===== src/hw/axi_pkg.sv =====
package axi_pkg;

	// Response codes used on R and B.
	typedef enum logic [1:0] {
		OKAY   = 2'b00,
		SLVERR = 2'b10
	} axi_resp_e;

	localparam logic [1:0] AXI_BURST_INCR = 2'b01;

	typedef struct packed {
		logic [31:0] addr;
		logic [7:0]  len;
		logic [2:0]  size;
		logic [1:0]  burst;
	} axi_ar_t;

	typedef struct packed {
		logic [31:0] data;
		axi_resp_e   resp;
		logic        last;
	} axi_r_t;

	// Writes are single beat, so len and burst are implied.
	typedef struct packed {
		logic [31:0] addr;
		logic [2:0]  size;
	} axi_aw_t;

	typedef struct packed {
		logic [31:0] data;
		logic [3:0]  strb;
	} axi_w_t;

	typedef struct packed {
		axi_resp_e resp;
	} axi_b_t;

endpackage


===== src/hw/soc_map_pkg.sv =====
package soc_map_pkg;

	localparam logic [31:0] CLINT_BASE_DEFAULT = 32'h0200_0000;
	localparam logic [31:0] CLINT_SIZE_DEFAULT = 32'h0001_0000;

	// mtime word offsets inside the CLINT window.
	localparam logic [15:0] MTIME_LO_OFS = 16'hBFF8;
	localparam logic [15:0] MTIME_HI_OFS = 16'hBFFC;

	typedef enum logic {TGT_SOC, TGT_CLINT} read_target_e;

	typedef enum logic [1:0] {
		GNT_IDLE = 2'd0,
		GNT_IFU  = 2'd1,
		GNT_LSU  = 2'd2
	} grant_state_e;

endpackage


===== src/hw/clint.sv =====
module clint (
	input  logic            clock,
	input  logic            reset,
	input  logic            ar_valid,
	input  logic [31:0]     ar_addr,
	output logic            ar_ready,
	output logic            r_valid,
	output axi_pkg::axi_r_t r,
	input  logic            r_ready
);

	import axi_pkg::*;
	import soc_map_pkg::*;

	logic [63:0] mtime;

	always_ff @(posedge clock) begin
		if (reset) begin
			mtime <= '0;
		end else begin
			mtime <= mtime + 64'd1;
		end
	end

	// One response slot.
	assign ar_ready = !r_valid;

	always_ff @(posedge clock) begin
		if (reset) begin
			r_valid <= 1'b0;
		end else if (ar_valid && ar_ready) begin
			r_valid <= 1'b1;
		end else if (r_ready) begin
			r_valid <= 1'b0;
		end
	end

	always_ff @(posedge clock) begin
		if (ar_valid && ar_ready) begin
			case (ar_addr[15:0])
				MTIME_LO_OFS: r <= '{data: mtime[31:0], resp: OKAY, last: 1'b1};
				MTIME_HI_OFS: r <= '{data: mtime[63:32], resp: OKAY, last: 1'b1};
				default:      r <= '{data: 32'd0, resp: SLVERR, last: 1'b1};
			endcase
		end
	end

endmodule


===== src/hw/xbar_arbiter.sv =====
module xbar_arbiter (
	input  logic                      clock,
	input  logic                      reset,
	input  logic                      ifu_ar_valid,
	input  logic                      lsu_ar_valid,
	input  logic                      read_done,
	output soc_map_pkg::grant_state_e grant
);

	import soc_map_pkg::*;

	grant_state_e state;
	grant_state_e state_next;

	// Fixed priority, IFU first.
	always_comb begin
		state_next = state;
		case (state)
			GNT_IDLE: begin
				if (ifu_ar_valid) begin
					state_next = GNT_IFU;
				end else if (lsu_ar_valid) begin
					state_next = GNT_LSU;
				end
			end
			GNT_IFU, GNT_LSU: begin
				// Owner keeps the path through the whole burst.
				if (read_done) begin
					state_next = GNT_IDLE;
				end
			end
			default: begin
				state_next = GNT_IDLE;
			end
		endcase
	end

	always_ff @(posedge clock) begin
		if (reset) begin
			state <= GNT_IDLE;
		end else begin
			state <= state_next;
		end
	end

	assign grant = state;

endmodule


===== src/hw/xbar_read_route.sv =====
module xbar_read_route #(
	parameter logic [31:0] CLINT_BASE = soc_map_pkg::CLINT_BASE_DEFAULT,
	parameter logic [31:0] CLINT_SIZE = soc_map_pkg::CLINT_SIZE_DEFAULT
) (
	input  soc_map_pkg::grant_state_e grant,

	input  logic             ifu_ar_valid,
	input  axi_pkg::axi_ar_t ifu_ar,
	output logic             ifu_ar_ready,
	output logic             ifu_r_valid,
	output axi_pkg::axi_r_t  ifu_r,
	input  logic             ifu_r_ready,

	input  logic             lsu_ar_valid,
	input  axi_pkg::axi_ar_t lsu_ar,
	output logic             lsu_ar_ready,
	output logic             lsu_r_valid,
	output axi_pkg::axi_r_t  lsu_r,
	input  logic             lsu_r_ready,

	output logic             io_ar_valid,
	output axi_pkg::axi_ar_t io_ar,
	input  logic             io_ar_ready,
	input  logic             io_r_valid,
	input  axi_pkg::axi_r_t  io_r,
	output logic             io_r_ready,

	output logic             clint_ar_valid,
	output logic [31:0]      clint_ar_addr,
	input  logic             clint_ar_ready,
	input  logic             clint_r_valid,
	input  axi_pkg::axi_r_t  clint_r,
	output logic             clint_r_ready,

	output logic             read_done
);

	import axi_pkg::*;
	import soc_map_pkg::*;

	logic [31:0]  lsu_ofs;
	read_target_e lsu_target;
	read_target_e target;
	logic         sel_ar_valid;
	axi_ar_t      sel_ar;
	logic         sel_ar_ready;
	logic         sel_r_ready;
	logic         tgt_r_valid;
	axi_r_t       tgt_r;

	// Offset compare avoids overflow of base plus size.
	assign lsu_ofs    = lsu_ar.addr - CLINT_BASE;
	assign lsu_target = (lsu_ar.addr >= CLINT_BASE && lsu_ofs < CLINT_SIZE) ? TGT_CLINT : TGT_SOC;
	assign target     = (grant == GNT_LSU) ? lsu_target : TGT_SOC;

	always_comb begin
		sel_ar_valid = 1'b0;
		sel_ar       = '0;
		sel_r_ready  = 1'b0;
		case (grant)
			GNT_IFU: begin
				sel_ar_valid = ifu_ar_valid;
				sel_ar       = ifu_ar;
				sel_r_ready  = ifu_r_ready;
			end
			GNT_LSU: begin
				// LSU reads are always single beat.
				sel_ar_valid = lsu_ar_valid;
				sel_ar       = lsu_ar;
				sel_ar.len   = '0;
				sel_ar.burst = AXI_BURST_INCR;
				sel_r_ready  = lsu_r_ready;
			end
			default: begin
				sel_r_ready = 1'b0;
			end
		endcase
	end

	assign io_ar_valid    = sel_ar_valid && (target == TGT_SOC);
	assign io_ar          = sel_ar;
	assign clint_ar_valid = sel_ar_valid && (target == TGT_CLINT);
	assign clint_ar_addr  = sel_ar.addr;
	assign sel_ar_ready   = (target == TGT_CLINT) ? clint_ar_ready : io_ar_ready;

	assign io_r_ready    = sel_r_ready && (target == TGT_SOC);
	assign clint_r_ready = sel_r_ready && (target == TGT_CLINT);

	always_comb begin
		if (target == TGT_CLINT) begin
			tgt_r_valid = clint_r_valid;
			tgt_r       = clint_r;
			tgt_r.last  = 1'b1;
		end else begin
			tgt_r_valid = io_r_valid;
			tgt_r       = io_r;
		end
	end

	assign ifu_ar_ready = (grant == GNT_IFU) && sel_ar_ready;
	assign lsu_ar_ready = (grant == GNT_LSU) && sel_ar_ready;
	assign ifu_r_valid  = (grant == GNT_IFU) && tgt_r_valid;
	assign lsu_r_valid  = (grant == GNT_LSU) && tgt_r_valid;
	assign ifu_r        = tgt_r;
	assign lsu_r        = tgt_r;

	// sel_r_ready is low while idle, so stray beats never end a read.
	assign read_done = tgt_r_valid && sel_r_ready && tgt_r.last;

endmodule


===== src/hw/xbar_top.sv =====
module xbar_top #(
	parameter logic [31:0] CLINT_BASE = soc_map_pkg::CLINT_BASE_DEFAULT,
	parameter logic [31:0] CLINT_SIZE = soc_map_pkg::CLINT_SIZE_DEFAULT
) (
	input  logic             clock,
	input  logic             reset,

	input  logic             ifu_ar_valid,
	input  axi_pkg::axi_ar_t ifu_ar,
	output logic             ifu_ar_ready,
	output logic             ifu_r_valid,
	output axi_pkg::axi_r_t  ifu_r,
	input  logic             ifu_r_ready,

	input  logic             lsu_ar_valid,
	input  axi_pkg::axi_ar_t lsu_ar,
	output logic             lsu_ar_ready,
	output logic             lsu_r_valid,
	output axi_pkg::axi_r_t  lsu_r,
	input  logic             lsu_r_ready,
	input  logic             lsu_aw_valid,
	input  axi_pkg::axi_aw_t lsu_aw,
	output logic             lsu_aw_ready,
	input  logic             lsu_w_valid,
	input  axi_pkg::axi_w_t  lsu_w,
	output logic             lsu_w_ready,
	output logic             lsu_b_valid,
	output axi_pkg::axi_b_t  lsu_b,
	input  logic             lsu_b_ready,

	output logic             io_ar_valid,
	output axi_pkg::axi_ar_t io_ar,
	input  logic             io_ar_ready,
	input  logic             io_r_valid,
	input  axi_pkg::axi_r_t  io_r,
	output logic             io_r_ready,
	output logic             io_aw_valid,
	output axi_pkg::axi_aw_t io_aw,
	input  logic             io_aw_ready,
	output logic             io_w_valid,
	output axi_pkg::axi_w_t  io_w,
	output logic             io_w_last,
	input  logic             io_w_ready,
	input  logic             io_b_valid,
	input  axi_pkg::axi_b_t  io_b,
	output logic             io_b_ready
);

	import axi_pkg::*;
	import soc_map_pkg::*;

	grant_state_e grant;
	logic         read_done;
	logic         clint_ar_valid;
	logic [31:0]  clint_ar_addr;
	logic         clint_ar_ready;
	logic         clint_r_valid;
	axi_r_t       clint_r;
	logic         clint_r_ready;

	xbar_arbiter i_arbiter (
		.clock        (clock),
		.reset        (reset),
		.ifu_ar_valid (ifu_ar_valid),
		.lsu_ar_valid (lsu_ar_valid),
		.read_done    (read_done),
		.grant        (grant)
	);

	xbar_read_route #(
		.CLINT_BASE (CLINT_BASE),
		.CLINT_SIZE (CLINT_SIZE)
	) i_read_route (
		.grant          (grant),
		.ifu_ar_valid   (ifu_ar_valid),
		.ifu_ar         (ifu_ar),
		.ifu_ar_ready   (ifu_ar_ready),
		.ifu_r_valid    (ifu_r_valid),
		.ifu_r          (ifu_r),
		.ifu_r_ready    (ifu_r_ready),
		.lsu_ar_valid   (lsu_ar_valid),
		.lsu_ar         (lsu_ar),
		.lsu_ar_ready   (lsu_ar_ready),
		.lsu_r_valid    (lsu_r_valid),
		.lsu_r          (lsu_r),
		.lsu_r_ready    (lsu_r_ready),
		.io_ar_valid    (io_ar_valid),
		.io_ar          (io_ar),
		.io_ar_ready    (io_ar_ready),
		.io_r_valid     (io_r_valid),
		.io_r           (io_r),
		.io_r_ready     (io_r_ready),
		.clint_ar_valid (clint_ar_valid),
		.clint_ar_addr  (clint_ar_addr),
		.clint_ar_ready (clint_ar_ready),
		.clint_r_valid  (clint_r_valid),
		.clint_r        (clint_r),
		.clint_r_ready  (clint_r_ready),
		.read_done      (read_done)
	);

	// Writes bypass the read arbiter entirely.
	xbar_write_path i_write_path (
		.clock        (clock),
		.reset        (reset),
		.lsu_aw_valid (lsu_aw_valid),
		.lsu_aw       (lsu_aw),
		.lsu_aw_ready (lsu_aw_ready),
		.lsu_w_valid  (lsu_w_valid),
		.lsu_w        (lsu_w),
		.lsu_w_ready  (lsu_w_ready),
		.lsu_b_valid  (lsu_b_valid),
		.lsu_b        (lsu_b),
		.lsu_b_ready  (lsu_b_ready),
		.io_aw_valid  (io_aw_valid),
		.io_aw        (io_aw),
		.io_aw_ready  (io_aw_ready),
		.io_w_valid   (io_w_valid),
		.io_w         (io_w),
		.io_w_last    (io_w_last),
		.io_w_ready   (io_w_ready),
		.io_b_valid   (io_b_valid),
		.io_b         (io_b),
		.io_b_ready   (io_b_ready)
	);

	clint i_clint (
		.clock    (clock),
		.reset    (reset),
		.ar_valid (clint_ar_valid),
		.ar_addr  (clint_ar_addr),
		.ar_ready (clint_ar_ready),
		.r_valid  (clint_r_valid),
		.r        (clint_r),
		.r_ready  (clint_r_ready)
	);

endmodule


===== src/hw/xbar_write_path.sv =====
module xbar_write_path (
	input  logic             clock,
	input  logic             reset,

	input  logic             lsu_aw_valid,
	input  axi_pkg::axi_aw_t lsu_aw,
	output logic             lsu_aw_ready,
	input  logic             lsu_w_valid,
	input  axi_pkg::axi_w_t  lsu_w,
	output logic             lsu_w_ready,
	output logic             lsu_b_valid,
	output axi_pkg::axi_b_t  lsu_b,
	input  logic             lsu_b_ready,

	output logic             io_aw_valid,
	output axi_pkg::axi_aw_t io_aw,
	input  logic             io_aw_ready,
	output logic             io_w_valid,
	output axi_pkg::axi_w_t  io_w,
	output logic             io_w_last,
	input  logic             io_w_ready,
	input  logic             io_b_valid,
	input  axi_pkg::axi_b_t  io_b,
	output logic             io_b_ready
);

	logic aw_sent;
	logic w_sent;

	// A sent channel stays closed until its B arrives.
	assign io_aw_valid  = lsu_aw_valid && !aw_sent;
	assign lsu_aw_ready = io_aw_ready && !aw_sent;
	assign io_aw        = lsu_aw;

	assign io_w_valid  = lsu_w_valid && !w_sent;
	assign lsu_w_ready = io_w_ready && !w_sent;
	assign io_w        = lsu_w;
	assign io_w_last   = 1'b1;

	assign lsu_b_valid = io_b_valid;
	assign lsu_b       = io_b;
	assign io_b_ready  = lsu_b_ready;

	always_ff @(posedge clock) begin
		if (reset) begin
			aw_sent <= 1'b0;
			w_sent  <= 1'b0;
		end else if (io_b_valid && lsu_b_ready) begin
			aw_sent <= 1'b0;
			w_sent  <= 1'b0;
		end else begin
			if (io_aw_valid && io_aw_ready) begin
				aw_sent <= 1'b1;
			end
			if (io_w_valid && io_w_ready) begin
				w_sent <= 1'b1;
			end
		end
	end

endmodule


===== config.mk =====
export PLATFORM = sky130hd
export DESIGN_NAME = xbar_top
export DESIGN_NICKNAME = d
export VERILOG_FILES = /design/src/hw/axi_pkg.sv /design/src/hw/soc_map_pkg.sv /design/src/hw/clint.sv /design/src/hw/xbar_arbiter.sv /design/src/hw/xbar_read_route.sv /design/src/hw/xbar_top.sv /design/src/hw/xbar_write_path.sv
export SDC_FILE = /design/constraint.sdc
export NUM_CORES = 1
export LEC_CHECK = 0
export ABC_AREA = 1
export BUFFER_PORTS_ARGS = -buffer_cell sky130_fd_sc_hd__buf_2
export CAP_MARGIN = 10
export CORE_AREA = 2 2 162 164
export CTS_CLUSTER_SIZE = 10
export DETAILED_ROUTE_END_ITERATION = 10
export DIE_AREA = 0 0 164 166
export REMOVE_ABC_BUFFERS = 1
export SLEW_MARGIN = 10
export SYNTH_ARGS = -nofsm -noshare
export SYNTH_HDL_FRONTEND = slang
export SYNTH_HIERARCHICAL = 1
export SYNTH_SLANG_ARGS = --single-unit

===== constraint.sdc =====
create_clock -name clock -period 2.8 [get_ports clock]
set_clock_uncertainty 0.1 [all_clocks]
set_input_delay 0.28 -clock clock [delete_from_list [all_inputs] [get_ports clock]]
set_output_delay 0.28 -clock clock [all_outputs]
set_load 0.05 [all_outputs]

==> metrics, run 1 <==
status=complete, no violations; Max FO, Critical Path=39; synthesized area=0.00783 sq mm; Final Cell Area=between 0.008 and 0.009 sq mm; Starting Density=30.6%; die span in x=164 um; Fillers=just under 3000; crit path DAT=2300 ps; # DRC=0; static leakage=between 3 and 4 nW; largest net degree at the start of global routing=47; CP Class=flip-flop to output port; Synth Warn #=6; GRT Util Overall=around 29%; share of cells above drive strength 1=24.1%; Final min period=2680 ps; Area growth syn-to-layout=14.7%; number of vias per cell=4.70; wire per inst=23.4 um; CTS tree=yes; initial antenna violation count=6; Rel. slew slack=65.0%; # clock sinks=just over 100; syn avg cell area=6.23 sq um; Max Fclk=0.373 GHz; vias in the first global route=7631; Remaining Overflow, GRT=0; drt pass-1 iters=5; Max-Cap Viols=0; RSZ-0062 raised after global routing=true; CP Launch Type=flip-flop; routed length on met1=13.0 mm; post-route setup TNS=0 ps; Slew Limit Fails=0; Power Dens Cells=476 mW/mm^2; initial DRC count=552; clock tree root buffer cell=clkbuf_16; DR WL met2=18.9 mm; VDD IR max=0.258 mV; H-tree depth=3; Reg clk slew, reported paths=around 80 ps; Top Metal Used=met5; # Post-CTS Setup Buffers=0; GP Congestion=0.985; Clock Latency Late Sink=360 ps; Hold Vio Cnt, Final=0; Final HPWL DP=34.2 mm; TritonCTS buffer count=9; part of the cycle the worst path needs=95.8%; dpl cell area=0.00862 sq mm; row cnt=59; Die Y=166 um; Routed WL=39.8 mm; # setup viols final=0; CTS Buffer Depth=2; Worst Setup End Kind=output port; Top Ports=413; Mapped Cells=1256; Core Area=0.0256 sq mm; Final nets=1576; die area=0.0272 sq mm; worst path required time=2420 ps; Buffers on Ports=255; Worst Max-Slew Pin Slew=525 ps; vias after detailed routing=7987; wire length on met3=between 5 and 6 mm; HP Class=input pin to flip-flop; global-route wire length before repair=54.3 mm; Post-DRT Antenna Nets=0
## path summary, 6_finish.rpt
| check | startpoint | to | slack [ps] | cells past startpoint |
|---|---|---|---|---|
| setup reg to reg | i_arbiter/grant[0] | i_clint/r[20] | 290 | 10 |
| hold reg to reg | i_clint/mtime[0] | i_clint/mtime[0] | 370 | 1 |
| setup / recovery | i_arbiter/grant[0] | lsu_r_valid | 120 | 12 |
| hold / removal | io_aw_ready | i_write_path/aw_sent | 80 | 3 |
## layout by cell type, fill, tap and decap left out, drive strengths merged
master    n
nor2    224
nand2   419
dfxtp    69
edfxtp   33
ha        5
nand3b    1
and2      1
nand4    16
o21a      3
inv     137
conb      2
a22o      1
a21oi    73
clkbuf   21
o21ai    29
or2       1
buf     263
nand3    23
nor2b     1
o22ai    33
nor3      5
xor2      2
clkinv    2
diode     1
## state kept, by name (all words and copies together) (netlist names)
name                  cells
i_arbiter/grant           2
i_clint/mtime            64
i_clint/r                33
i_clint/r_valid           1
i_write_path/aw_sent      1
i_write_path/w_sent       1
## power breakdown
part	switching (W)	total, W	leakage [nW]	internal [W]
clock network	0.000595	0.00139	0.165	0.000796
logic	0.000976	0.00134	2.81	0.000365
registers	0.0000113	0.00154	0.789	0.00153
## layer usage
metal,up-vias,GRT usage (%)
met5,-,3.27
met4,4,11.3
met3,53,19.4
met2,429,49.2
met1,3530,26.5
li1,3971,-
## cell type report
type,instances,area (sq um),area share [%]
multi-input combinational,839,3690,41.1
sequential,102,2370,26.4
timing repair buffer,270,1640,18.3
inverter,137,515,5.74
tap,335,419,4.67
clock buffer,14,318,3.54
clock inverter,2,15.0,0.167
antenna,1,2.50,0.0279
## worst max-delay path, cell delays in order, from the launching register on
cell     delay, ps
dfxtp_1        360
inv_1           50
ha_1           210
inv_2          110
nor2_1          50
and2_4         140
nand3_2         90
buf_6          330
nand2_1         90
nand2_1        120
nor2_1          70
buf_4          160
buf_12         150
## timing repair
| action | 4_1_cts | 5_1_grt |
|---|---|---|
| endpoints found under the hold margin | 0 | 0 |
| hold buffers | 0 | 0 |
| setup endpoints to repair | 3 | 19 |
| resized for setup | 1 | 8 |
## per-stage QoR
stage | util [%] | setup slack, ps | hold WS (ps) | instances | power, W
floorplan | - | -934 | 247 | 1078 | 0.00244
global placement | 33.6 | 331 | 340 | 1683 | 0.00290
detailed placement | 33.6 | 324 | 350 | 1683 | 0.00291
CTS | 35.0 | 95.3 | 60.8 | 1699 | 0.00430
global route | 35.1 | -41.2 | 85.6 | 1700 | 0.00445
finish | 35.1 | 118 | 75.5 | 1700 | 0.00427
No activity file was read; power rests on OpenSTA's default activity.
==> run 2, diff against run 1 <==
--- a/config.mk
+++ b/config.mk
@@ -8,13 +8,13 @@
 export ABC_AREA = 1
 export BUFFER_PORTS_ARGS = -buffer_cell sky130_fd_sc_hd__buf_2
 export CAP_MARGIN = 10
-export CORE_AREA = 2 2 162 164
+export CORE_AREA = 2 2 160 162
 export CTS_CLUSTER_SIZE = 10
 export DETAILED_ROUTE_END_ITERATION = 10
-export DIE_AREA = 0 0 164 166
+export DIE_AREA = 0 0 162 164
+export PLACE_DENSITY_LB_ADDON = 0.05
 export REMOVE_ABC_BUFFERS = 1
 export SLEW_MARGIN = 10
 export SYNTH_ARGS = -nofsm -noshare
 export SYNTH_HDL_FRONTEND = slang
-export SYNTH_HIERARCHICAL = 1
 export SYNTH_SLANG_ARGS = --single-unit
==> metrics, run 2 <==
crit path DAT=2300 ps; Top Ports=just over 400; Core Area=0.0248 sq mm; Final HPWL DP=43.1 mm; die area=approximately 0.027 sq mm; # DRC=0; Die Y=~160 um; Top FF cell, synth=dfxtp_1; Final min period=2680 ps; vias in the first global route=around 7500; CP Launch Type=flip-flop; Reg clk slew, reported paths=about 80 ps; H-tree depth=3; HP Class=input pin to flip-flop; hold_buf cts=0; number of vias per cell=5.02; static leakage=~3.9 nW; Hold Vio Cnt, Final=0; die span in x=162 um; Final nets=1495; syn avg cell area=6.63 sq um; wire per inst=between 30 and 40 um; Clock Latency Late Sink=360 ps; drt pass-1 iters=5; Worst Max-Slew Pin Slew=between 800 and 900 ps; synthesized area=0.00744 sq mm; most common cell in the netlist=nand2_1; GRT Util Overall=36.5%; diode count=0; Max-Cap Viols=0; Async S/R FF share, synth=0%; Synth Warn #=0; share of the synthesized area in the top cell type=18.6%; Max FO, Critical Path=17; Area growth syn-to-layout=21.2%; Slew Limit Fails=0; # clock sinks=slightly above 100; area leader, netlist=dfxtp_1; Rel. slew slack=44.9%; initial DRC count=581; Routed WL=a little under 50 mm; flops & latches, synth=102; Most flops, register=i_clint.mtime; CTS tree=yes; commonest cells after routing, fill and taps aside=nand2_1, buf_2, inv_1; Mapped Cells=1122; Power Dens Cells=between 500 and 600 mW/mm^2; CP Class=flip-flop to output port; VDD IR max=0.260 mV; Remaining Overflow, GRT=0; number of synthesized flops with an enable pin=33; Post-synth top cells=nand2_1, inv_1, nor2_1, buf_4, nand3_1; part of the cycle the worst path needs=95.6%; Synth area leaders=dfxtp_1, nand2_1, edfxtp_1; Placed Cells=1595; worst path required time=2420 ps; sequential fraction of the synthesis area=31.9%; clock tree root buffer cell=clkbuf_16; Buffers on Ports=255; # setup viols final=0; most common cell after layout, fill and taps aside=nand2_1; CTS Buffer Depth=2; TritonCTS buffer count=9; vias after detailed routing=slightly above 8000; max reg flops=64; Post-DRT Antenna Nets=0; Unique masters post-synth=40; largest net degree at the start of global routing=48; WHS=65.5 ps; Max Fclk=0.374 GHz; global-route wire length before repair=64.6 mm; post-route insts no fill=1613; row cnt=between 50 and 60; Worst Setup End Kind=output port; Starting Density=around 30%; status=complete, no violations; initial antenna violation count=1; share of cells above drive strength 1=26.7%; GP Congestion=between 1 and 1.5
==> run 2: changes by cell type in the layout (fill, tap and decap cells not counted), moves of 20 or more <==
cell	change
nand2_1	-99
nor2_1	-88
nand3_1	+53
nand4_1	+43
nor3_1	+36
o22ai_1	-32
buf_4	+28
a21oi_1	-20
==> run 2: path summary, 6_finish.rpt <==
check	slack, ps	from	cells past startpoint	endpoint
setup / recovery	120	i_arbiter.grant[0]	11	lsu_r[13]
hold / removal	70	lsu_w_valid	3	i_write_path.w_sent
setup reg to reg	210	i_arbiter.grant[0]	10	i_clint.r[21]
hold reg to reg	390	i_clint.r_valid	2	i_clint.r_valid
==> run 2: power by group <==
| part | internal [W] | switching (W) |
|---|---|---|
| Sequential | 0.00153 | 0.0000172 |
| Clock | 0.000618 | 0.000665 |
| Combinational | 0.000523 | 0.00146 |
==> run 2: logic make-up after synthesis <==
family / count (synthesis) / share of synthesized area (%)
buffers and inverters: 269 / 20.2
adder cells (fa/ha/maj): 5 / 0.841
AND/OR/NAND/NOR: 631 / 37.6
other: 1 / 0.0504
XOR/XNOR: 8 / 0.942
AO/OA/AOI/OAI: 106 / 8.45
flip-flops: 102 / 31.9
==> run 2: final cells by class <==
class	instances	area (sq um)
fillers	2839	15800
multi-input cells	751	3630
flip-flops and latches	102	2370
clock buffers	9	225
well taps	330	413
inverters	121	463
repair buffers	293	1850
clock inverters	7	53.8
==> run 2: what timing repair did <==
action,in CTS,in global routing
gates cloned,0,1
gates resized for setup,10,39
setup endpoints to repair,68,78
buffers inserted,0,1
==> run 2: critical path, stage by stage (launching register included) <==
cell and delay [ps]:
dfxtp_1 350, inv_2 90, ha_4 190, nand2_1 100, nor3_4 190, nand3_4 140
clkinvlp_4 200, clkbuf_16 230, nand2_1 70, nand2_1 90, buf_4 160, buf_12 140
==> run 2: per-layer routing <==
metal / routed length [um] / up-vias / global-route usage (%)
li1: - / 3879 / -
met1: 16400 / 3693 / 35.5
met2: 21600 / 435 / 56.8
met3: 7500 / 82 / 24.0
met4: 3820 / 4 / 23.4
met5: 93 / - / 3.22
==> run 2: through the flow <==
step / setup TNS (ps) / util, % / cell area [sq um] / total power [W] / setup slack, ps
finish: 0 / 36.3 / 9010 / 0.00482 / 123
global route: -1.93 / 36.3 / 9010 / 0.00501 / -1.93
CTS: 0 / 35.7 / 8860 / 0.00479 / 17.4
detailed placement: 0 / 34.5 / 8550 / 0.00351 / 177
global placement: 0 / 34.5 / 8550 / 0.00351 / 213
floorplan: -77490 / - / 6390 / 0.00281 / -1350
